==> src/rtl/renamePkg.sv <==
`default_nettype none

package renamePkg;

    // Rename group and retire group widths
    localparam int renameWidth = 2;
    localparam int commitWidth = 2;

    // Register file sizes
    localparam int archRegs  = 32;
    localparam int pregCount = 64;
    localparam int aregWidth = 5;
    localparam int pregWidth = 6;

    // Free list geometry; physical registers 32..63 start out free
    localparam int freeDepth  = pregCount - archRegs;
    localparam int ptrWidth   = 5;
    localparam int countWidth = 6;   // Holds 0..freeDepth

    // Destinations per group, 0..renameWidth
    localparam int allocWidth = 2;

endpackage

`default_nettype wire

==> src/rtl/freeList.sv <==
`timescale 1ns/100ps
`default_nettype none

module freeList (
    input  logic                                                    clk,
    input  logic                                                    rst,
    input  logic [renamePkg::allocWidth-1:0]                        allocNum,
    input  logic                                                    fire,
    output logic                                                    short,
    output logic [renamePkg::renameWidth-1:0][renamePkg::pregWidth-1:0] allocPrd,
    input  logic [renamePkg::commitWidth-1:0]                       relValid,
    input  logic [renamePkg::commitWidth-1:0][renamePkg::pregWidth-1:0] relPrd
);
    import renamePkg::*;

    logic [pregWidth-1:0]  entries [freeDepth];
    logic [ptrWidth-1:0]   head;    // Next write slot
    logic [ptrWidth-1:0]   tail;    // Oldest free register
    logic [countWidth-1:0] count;
    logic [allocWidth-1:0] popNum;
    logic [countWidth-1:0] pushNum;
    logic [commitWidth-1:0][ptrWidth-1:0] relOff;

    assign short  = count < countWidth'(allocNum);
    assign popNum = fire ? allocNum : '0;

    generate
        for (genvar i = 0; i < renameWidth; i++) begin : gRead
            assign allocPrd[i] = entries[tail + ptrWidth'(i)];
        end
    endgenerate

    // Compact released lanes so they land in consecutive slots
    always_comb begin
        pushNum = '0;
        for (int i = 0; i < commitWidth; i++) begin
            relOff[i] = pushNum[ptrWidth-1:0];
            pushNum   = pushNum + countWidth'(relValid[i]);
        end
    end

    always_ff @(posedge clk or posedge rst) begin
        if (rst) begin
            for (int i = 0; i < freeDepth; i++) begin
                entries[i] <= pregWidth'(archRegs + i);
            end
            head  <= '0;    // Full buffer, head wraps onto tail
            tail  <= '0;
            count <= countWidth'(freeDepth);
        end else begin
            tail  <= tail + ptrWidth'(popNum);
            head  <= head + ptrWidth'(pushNum);
            count <= count - countWidth'(popNum) + pushNum;
            for (int i = 0; i < commitWidth; i++) begin
                if (relValid[i]) begin
                    entries[head + relOff[i]] <= relPrd[i];
                end
            end
        end
    end

    assert property (@(posedge clk) disable iff (rst) count <= countWidth'(freeDepth))
        else $error("freeList: free count above depth");

    // Back-pressure from the free list must hold the group
    assert property (@(posedge clk) disable iff (rst) fire |-> !short)
        else $error("freeList: pop while short");

endmodule

`default_nettype wire

==> src/rtl/mapTable.sv <==
`timescale 1ns/100ps
`default_nettype none

module mapTable (
    input  logic                                                    clk,
    input  logic                                                    rst,
    input  logic [renamePkg::renameWidth-1:0]                       grpValid,
    input  logic [renamePkg::renameWidth-1:0][renamePkg::aregWidth-1:0] grpRd,
    input  logic [renamePkg::renameWidth-1:0][renamePkg::aregWidth-1:0] grpRs1,
    input  logic [renamePkg::renameWidth-1:0][renamePkg::aregWidth-1:0] grpRs2,
    input  logic [renamePkg::renameWidth-1:0]                       grpHasRd,
    input  logic [renamePkg::renameWidth-1:0][renamePkg::pregWidth-1:0] allocPrd,
    input  logic                                                    short,
    input  logic                                                    outReady,
    output logic                                                    fire,
    output logic [renamePkg::renameWidth-1:0]                       outValid,
    output logic [renamePkg::renameWidth-1:0][renamePkg::pregWidth-1:0] outPrd,
    output logic [renamePkg::renameWidth-1:0][renamePkg::pregWidth-1:0] outPrs1,
    output logic [renamePkg::renameWidth-1:0][renamePkg::pregWidth-1:0] outPrs2
);
    import renamePkg::*;

    logic [pregWidth-1:0] specMap [archRegs];
    logic [renameWidth-1:0] isDest;
    logic [renameWidth-1:0][allocWidth-1:0] allocIdx;

    assign isDest   = grpValid & grpHasRd;
    assign outValid = short ? '0 : grpValid;
    assign fire     = outValid[0] && outReady;

    always_comb begin
        allocIdx = '0;
        for (int i = 1; i < renameWidth; i++) begin
            allocIdx[i] = allocIdx[i-1] + allocWidth'(isDest[i-1]);  // Skip lanes without rd
        end
    end

    always_comb begin
        for (int i = 0; i < renameWidth; i++) begin
            outPrd[i]  = isDest[i] ? allocPrd[allocIdx[i]] : '0;
            outPrs1[i] = specMap[grpRs1[i]];
            outPrs2[i] = specMap[grpRs2[i]];
            // Older lanes in the group override the table, youngest match last
            for (int j = 0; j < i; j++) begin
                if (isDest[j] && grpRd[j] == grpRs1[i]) begin
                    outPrs1[i] = outPrd[j];
                end
                if (isDest[j] && grpRd[j] == grpRs2[i]) begin
                    outPrs2[i] = outPrd[j];
                end
            end
        end
    end

    always_ff @(posedge clk or posedge rst) begin
        if (rst) begin
            for (int i = 0; i < archRegs; i++) begin
                specMap[i] <= pregWidth'(i);
            end
        end else if (fire) begin
            for (int i = 0; i < renameWidth; i++) begin
                if (isDest[i]) begin
                    specMap[grpRd[i]] <= outPrd[i];   // Later lane wins
                end
            end
        end
    end

endmodule

`default_nettype wire

==> src/rtl/renameInput.sv <==
`timescale 1ns/100ps
`default_nettype none

module renameInput (
    input  logic                                                    clk,
    input  logic                                                    rst,
    input  logic [renamePkg::renameWidth-1:0]                       inValid,
    input  logic [renamePkg::renameWidth-1:0][renamePkg::aregWidth-1:0] inRd,
    input  logic [renamePkg::renameWidth-1:0][renamePkg::aregWidth-1:0] inRs1,
    input  logic [renamePkg::renameWidth-1:0][renamePkg::aregWidth-1:0] inRs2,
    input  logic [renamePkg::renameWidth-1:0]                       inHasRd,
    output logic                                                    inReady,
    output logic [renamePkg::renameWidth-1:0]                       grpValid,
    output logic [renamePkg::renameWidth-1:0][renamePkg::aregWidth-1:0] grpRd,
    output logic [renamePkg::renameWidth-1:0][renamePkg::aregWidth-1:0] grpRs1,
    output logic [renamePkg::renameWidth-1:0][renamePkg::aregWidth-1:0] grpRs2,
    output logic [renamePkg::renameWidth-1:0]                       grpHasRd,
    output logic [renamePkg::allocWidth-1:0]                        allocNum,
    input  logic                                                    short,
    input  logic                                                    outReady
);
    import renamePkg::*;

    logic groupFire;
    logic take;

    assign groupFire = grpValid[0] && !short && outReady;  // Same condition as mapTable
    assign inReady   = !grpValid[0] || groupFire;
    assign take      = inValid[0] && inReady;

    always_ff @(posedge clk or posedge rst) begin
        if (rst) begin
            grpValid <= '0;
        end else if (take) begin
            grpValid <= inValid;
        end else if (groupFire) begin
            grpValid <= '0;
        end
    end

    always_ff @(posedge clk) begin
        if (take) begin
            grpRd    <= inRd;
            grpRs1   <= inRs1;
            grpRs2   <= inRs2;
            grpHasRd <= inHasRd;
        end
    end

    // Destinations that need a fresh physical register
    always_comb begin
        allocNum = '0;
        for (int i = 0; i < renameWidth; i++) begin
            allocNum = allocNum + allocWidth'(grpValid[i] && grpHasRd[i]);
        end
    end

    assert property (@(posedge clk) disable iff (rst) inValid[1] |-> inValid[0])
        else $error("renameInput: lane 1 valid without lane 0");

endmodule

`default_nettype wire

==> src/rtl/renameTop.sv <==
`timescale 1ns/100ps
`default_nettype none

module renameTop (
    input  logic                                                    clk,
    input  logic                                                    rst,
    input  logic [renamePkg::renameWidth-1:0]                       inValid,
    input  logic [renamePkg::renameWidth-1:0][renamePkg::aregWidth-1:0] inRd,
    input  logic [renamePkg::renameWidth-1:0][renamePkg::aregWidth-1:0] inRs1,
    input  logic [renamePkg::renameWidth-1:0][renamePkg::aregWidth-1:0] inRs2,
    input  logic [renamePkg::renameWidth-1:0]                       inHasRd,
    output logic                                                    inReady,
    output logic [renamePkg::renameWidth-1:0]                       outValid,
    output logic [renamePkg::renameWidth-1:0][renamePkg::pregWidth-1:0] outPrd,
    output logic [renamePkg::renameWidth-1:0][renamePkg::pregWidth-1:0] outPrs1,
    output logic [renamePkg::renameWidth-1:0][renamePkg::pregWidth-1:0] outPrs2,
    input  logic                                                    outReady,
    input  logic [renamePkg::commitWidth-1:0]                       cmtValid,
    input  logic [renamePkg::commitWidth-1:0][renamePkg::aregWidth-1:0] cmtRd,
    input  logic [renamePkg::commitWidth-1:0][renamePkg::pregWidth-1:0] cmtPrd
);
    import renamePkg::*;

    logic [renameWidth-1:0]                 grpValid;
    logic [renameWidth-1:0][aregWidth-1:0]  grpRd;
    logic [renameWidth-1:0][aregWidth-1:0]  grpRs1;
    logic [renameWidth-1:0][aregWidth-1:0]  grpRs2;
    logic [renameWidth-1:0]                 grpHasRd;
    logic [allocWidth-1:0]                  allocNum;
    logic                                   short;
    logic                                   fire;
    logic [renameWidth-1:0][pregWidth-1:0]  allocPrd;
    logic [commitWidth-1:0]                 relValid;
    logic [commitWidth-1:0][pregWidth-1:0]  relPrd;

    renameInput uInput (
        .clk, .rst,
        .inValid, .inRd, .inRs1, .inRs2, .inHasRd, .inReady,
        .grpValid, .grpRd, .grpRs1, .grpRs2, .grpHasRd,
        .allocNum, .short, .outReady
    );

    mapTable uMap (
        .clk, .rst,
        .grpValid, .grpRd, .grpRs1, .grpRs2, .grpHasRd,
        .allocPrd, .short, .outReady,
        .fire, .outValid, .outPrd, .outPrs1, .outPrs2
    );

    freeList uFree (
        .clk, .rst,
        .allocNum, .fire, .short, .allocPrd,
        .relValid, .relPrd
    );

    retireRelease uRetire (
        .clk, .rst,
        .cmtValid, .cmtRd, .cmtPrd,
        .relValid, .relPrd
    );

endmodule

`default_nettype wire

==> src/rtl/retireRelease.sv <==
`timescale 1ns/100ps
`default_nettype none

module retireRelease (
    input  logic                                                    clk,
    input  logic                                                    rst,
    input  logic [renamePkg::commitWidth-1:0]                       cmtValid,
    input  logic [renamePkg::commitWidth-1:0][renamePkg::aregWidth-1:0] cmtRd,
    input  logic [renamePkg::commitWidth-1:0][renamePkg::pregWidth-1:0] cmtPrd,
    output logic [renamePkg::commitWidth-1:0]                       relValid,
    output logic [renamePkg::commitWidth-1:0][renamePkg::pregWidth-1:0] relPrd
);
    import renamePkg::*;

    logic [pregWidth-1:0] cmtMap [archRegs];
    logic [commitWidth-1:0][pregWidth-1:0] oldPrd;

    // Superseded register per lane
    always_comb begin
        for (int i = 0; i < commitWidth; i++) begin
            oldPrd[i] = cmtMap[cmtRd[i]];
            for (int j = 0; j < i; j++) begin
                if (cmtValid[j] && cmtRd[j] == cmtRd[i]) begin
                    oldPrd[i] = cmtPrd[j];  // Same rd retired by an older lane
                end
            end
        end
    end

    always_ff @(posedge clk or posedge rst) begin
        if (rst) begin
            for (int i = 0; i < archRegs; i++) begin
                cmtMap[i] <= pregWidth'(i);
            end
            relValid <= '0;
        end else begin
            relValid <= cmtValid;
            for (int i = 0; i < commitWidth; i++) begin
                if (cmtValid[i]) begin
                    cmtMap[cmtRd[i]] <= cmtPrd[i];
                end
            end
        end
    end

    always_ff @(posedge clk) begin
        relPrd <= oldPrd;
    end

    // A retirement never frees the register it commits
    generate
        for (genvar i = 0; i < commitWidth; i++) begin : gCmtCheck
            assert property (@(posedge clk) disable iff (rst)
                cmtValid[i] |-> cmtPrd[i] != oldPrd[i])
                else $error("retireRelease: commit lane %0d frees its own register", i);
        end
    endgenerate

endmodule

`default_nettype wire

==> config.mk <==
export PLATFORM = sky130hd
export DESIGN_NAME = renameTop
export DESIGN_NICKNAME = d
export VERILOG_FILES = /design/src/rtl/renamePkg.sv /design/src/rtl/freeList.sv /design/src/rtl/mapTable.sv /design/src/rtl/renameInput.sv /design/src/rtl/renameTop.sv /design/src/rtl/retireRelease.sv
export SDC_FILE = /design/constraint.sdc
export NUM_CORES = 2
export LEC_CHECK = 0
export BUFFER_PORTS_ARGS = -buffer_cell sky130_fd_sc_hd__buf_2
export CORE_ASPECT_RATIO = 0.9
export CORE_MARGIN = 2
export CORE_UTILIZATION = 50
export DETAILED_ROUTE_END_ITERATION = 10
export HOLD_SLACK_MARGIN = 0.05
export PLACE_DENSITY = 0.66
export REMOVE_ABC_BUFFERS = 1
export SYNTH_ARGS = -nofsm -noshare
export SYNTH_HDL_FRONTEND = slang
export SYNTH_HIERARCHICAL = 1
export SYNTH_SLANG_ARGS = --single-unit
==> constraint.sdc <==
create_clock -name clk -period 12.3 [get_ports clk]
set_input_delay 1.23 -clock clk [delete_from_list [all_inputs] [get_ports clk]]
set_output_delay 1.23 -clock clk [all_outputs]
set_load 0.005 [all_outputs]
==> impl_metrics.ini <==
[outcome]
status = complete, no violations

[placed_design]
place_congestion = 1.00
placement.io_buffers = 99
hpwl_um = 106000

[setup_path]
critPathLaunchType = flop
critPathMaxFanout = 52
crit_path_frequent_cell = o22ai_1
slowest_delay_ns = 0.85
slowest_stage = dfrtp_4
path_class = reg2out
cp-end-kind = output pin
worstPathArrival_ns = 5.39
crit_required_ns = 11.07
r2r_setup_slack_ns = 7.27
cp_cell_sequence = buf_4 > a21bo_2 > o22ai_1 > a32oi_1 > o22ai_1 > a221oi_1 > mux2_2 > and3_1 > buf_2

[logic_synthesis]
syn_area_um2 = 44000
synth.distinct_cells = 95
synth-seq-cells = 640
ys_warn_count = 6
synthesis.instances = 4153
synth-edff-count = 32
synth_ff_type = dfrtp_1
syn_avg_cell_area_um2 = 10.6
ys_async_sr_fraction = 0.931
seq_area_frac_synth = 0.374

[timing]
rsz0062_at_grt = false
drv_slew = 0
clock.fmax_mhz = 151
fin_skew_ns = 0.0332
hold_violations = 0
holdWs_ns = 0.494
finalSetupViolCount = 0
slew_headroom = 0.158
setup_tns_ns = 0
period_share = 0.538
worstMarginPinSlew_ns = 1.26
min_period_ns = 6.62

[routing]
ant_nets = 0
drtIter0Drc = 5704
wirelength_um = 160000
vias_per_cell = 7.02
drc = 0
dr.pass1.iters = 9
wl_per_cell_um = 30.5
vias = 36800

[clocking]
cts-root-buf = clkbuf_16
htreeDepth = 3
post-cts-setup-buffer-count = 0
post_cts_resized = 0
worst_skew_pair.late_latency_ns = 0.67
cts_buffers = 75
hold_buffers = 0
clock_sinks = 640
clkSlewWorstSetupHoldPaths_ns = 0.06
cts_max_path_buffers = 3
cts_tree = built

[grt]
use_met2 = 0.495
grt_pass1_wl_um = 236000
grt_pass1_vias = 34600
grt_max_degree = 138
grt-ovfl-total = 0
antenna_found_initial = 7
top_usage_layer = met2
met1_usage = 0.491
grt.met3_usage = 0.0958
grt_util_all_layers = 0.348

[pwr]
comb_power_share = 0.431
p_int_uw = 6650
power.density_nw_per_um2 = 241
vdd_drop_max_mv = 0.216
leakage_uw = 0.0189
sequentialPowerShare = 0.365
p_switching_uw = 4770
swShare = 0.418
clkPwrFrac = 0.204

[floorplan]
die_w_um = 317
die_h_um = 286
dieArea_um2 = 90500
pin_count = 100
start_util = 0.503
coreArea_um2 = 87500
num_rows = 103

[cells_and_area]
syn_to_final_growth_pct = 7.71
finalNetCount = 4101
drive_gt1_frac = 0.285

[flow_run]
maxCapViolations = 0

[min_path]
min_path_type = reg2reg
==> layer usage <==
metal | routed length (µm) | share of wire
met1 | 62100 | 0.39
met2 | 67500 | 0.42
met3 | 20900 | 0.13
met4 | 9220 | 0.058
met5 | 23 | 0.00014
==> final timing paths <==
check / startpoint / end / cells past startpoint
worst max-delay path: uFree/tail[0]$_DFF_PP0_ / outPrd[6] / 9
worst min-delay path: uFree/count[0]$_DFF_PP0_ / uFree/count[0]$_DFF_PP0_ / 1
worst max register to register: uFree/tail[0]$_DFF_PP0_ / uMap/specMap[168]$_DFFE_PP1P_ / 10
worst min register to register: uFree/count[0]$_DFF_PP0_ / uFree/count[0]$_DFF_PP0_ / 1
max in group asynchronous: rst / uMap/specMap[182]$_DFFE_PP0P_ / 3
min in group asynchronous: rst / uInput/grpValid[1]$_DFFE_PP0P_ / 2
==> power by group through the flow <==
stage / sequential (µW) / combinational (µW) / clock, µW
global route: 4220 / 5170 / 2430
global placement: 4080 / 4660 / 0
CTS: 4080 / 4780 / 2350
floorplan: 3740 / 3300 / 0
finish: 4170 / 4930 / 2330
detailed placement: 4110 / 4750 / 0
==> worst max-delay path, delay by kind of cell, from the launching register on <==
kind | cells | cell delay, ns
muxes | 1 | 0.77
AOI/OAI and AO/OA | 5 | 1.45
DFF | 1 | 0.85
buffers and inverters | 2 | 0.96
and+or+nand+nor | 1 | 0.68
==> cells in the final DEF, fill, tap and decap left out, drive strengths merged, types with 7 or more instances in the layout <==
| master | instances |
|---|---|
| a211oi | 8 |
| a22oi | 80 |
| nor3 | 30 |
| a21oi | 407 |
| a22o | 21 |
| dfxtp | 12 |
| nor2 | 427 |
| a31oi | 13 |
| nand3 | 54 |
| nor3b | 13 |
| buf | 154 |
| and3 | 16 |
| and2 | 16 |
| a221oi | 15 |
| mux2 | 257 |
| o21ai | 133 |
| nand4 | 9 |
| o22a | 19 |
| mux4 | 279 |
| nor4 | 8 |
| inv | 64 |
| and3b | 7 |
| xnor2 | 11 |
| o22ai | 212 |
| nand2b | 11 |
| clkinv | 15 |
| clkbuf | 117 |
| nand3b | 12 |
| or2 | 7 |
| xor2 | 12 |
| ha | 19 |
| edfxtp | 32 |
| mux2i | 561 |
| dfrtp | 323 |
| nand2 | 297 |
| dfstp | 273 |
| nor2b | 34 |
==> state kept, by name (all words and copies together) (netlist names) <==
| register | count |
|---|---|
| uInput/grpHasRd | 2 |
| uMap/specMap | 192 |
| uRetire/relValid | 2 |
| uInput/grpRd | 10 |
| uFree/entries | 192 |
| uInput/grpRs2 | 10 |
| uRetire/cmtMap | 192 |
| uInput/grpRs1 | 10 |
| uFree/count | 6 |
| uInput/grpValid | 2 |
| uFree/tail | 5 |
| uRetire/relPrd | 12 |
| uFree/head | 5 |
==> per-stage QoR <==
step,cell area [µm²],setup slack (ns),instances,total power [µW],utilization
5_1_grt,47400,5.63,5234,11800,0.542
2_1_floorplan,42400,3.52,3786,7050,-
3_5_place_dp,44900,6.59,5095,8860,0.513
3_3_place_gp,44900,6.69,5095,8730,0.513
6_report,47400,5.68,5236,11400,0.542
4_1_cts,47400,5.88,5233,11200,0.542
==> cell type report <==
type	instances	area [µm²]
clock buffers	117	2280
inverters	62	258
diodes	3	7.51
clock inverters	21	262
flip-flops and latches	640	16500
fillers	7563	40100
repair buffers	154	913
multi-input cells	3084	25800
well taps	1155	1450
==> cells by family (layout without fill, tap and decap cells) <==
family | after synthesis | count (layout) | share of synthesized area
mux | 1097 | 1097 | 0.336
simple gates | 973 | 973 | 0.103
compound gates | 968 | 968 | 0.132
flops | 640 | 640 | 0.374
buf+inv | 429 | 354 | 0.0433
fa+ha+maj | 23 | 23 | 0.00722
xor+xnor | 23 | 23 | 0.00457
other cells | 0 | 3 | 0
==> cell usage after synthesis, types with 7 or more instances <==
cell | n | area [µm²]
nor3b_1 | 7 | 52.6
nor4_1 | 8 | 50.1
nor2b_1 | 32 | 200
nor2_1 | 376 | 1410
a21oi_1 | 407 | 2040
and3_1 | 16 | 100
nor2_4 | 7 | 78.8
clkbuf_1 | 216 | 811
a221oi_1 | 15 | 131
buf_1 | 25 | 93.8
o22ai_1 | 212 | 1330
dfxtp_1 | 12 | 240
nand2b_1 | 10 | 62.6
nand3b_1 | 12 | 90.1
nand3_1 | 53 | 265
buf_2 | 88 | 440
nor2_2 | 44 | 275
buf_6 | 12 | 135
xor2_1 | 12 | 105
mux2_2 | 227 | 2560
and2_1 | 16 | 100
o21ai_1 | 18 | 90.1
xnor2_1 | 11 | 96.3
nand2_1 | 292 | 1100
a31oi_1 | 13 | 81.3
mux2_1 | 29 | 327
a211oi_1 | 8 | 60.1
dfrtp_1 | 323 | 8080
inv_1 | 61 | 229
buf_4 | 25 | 188
and3b_1 | 7 | 61.3
mux2i_1 | 561 | 5620
edfxtp_1 | 32 | 961
dfstp_2 | 273 | 7170
ha_1 | 19 | 238
a22o_1 | 21 | 184
nor3_1 | 30 | 150
mux4_2 | 278 | 6260
o22a_1 | 19 | 166
o21ai_0 | 115 | 576
nand4_1 | 9 | 56.3
a22oi_1 | 79 | 593
(Power assumes the default switching activity.)
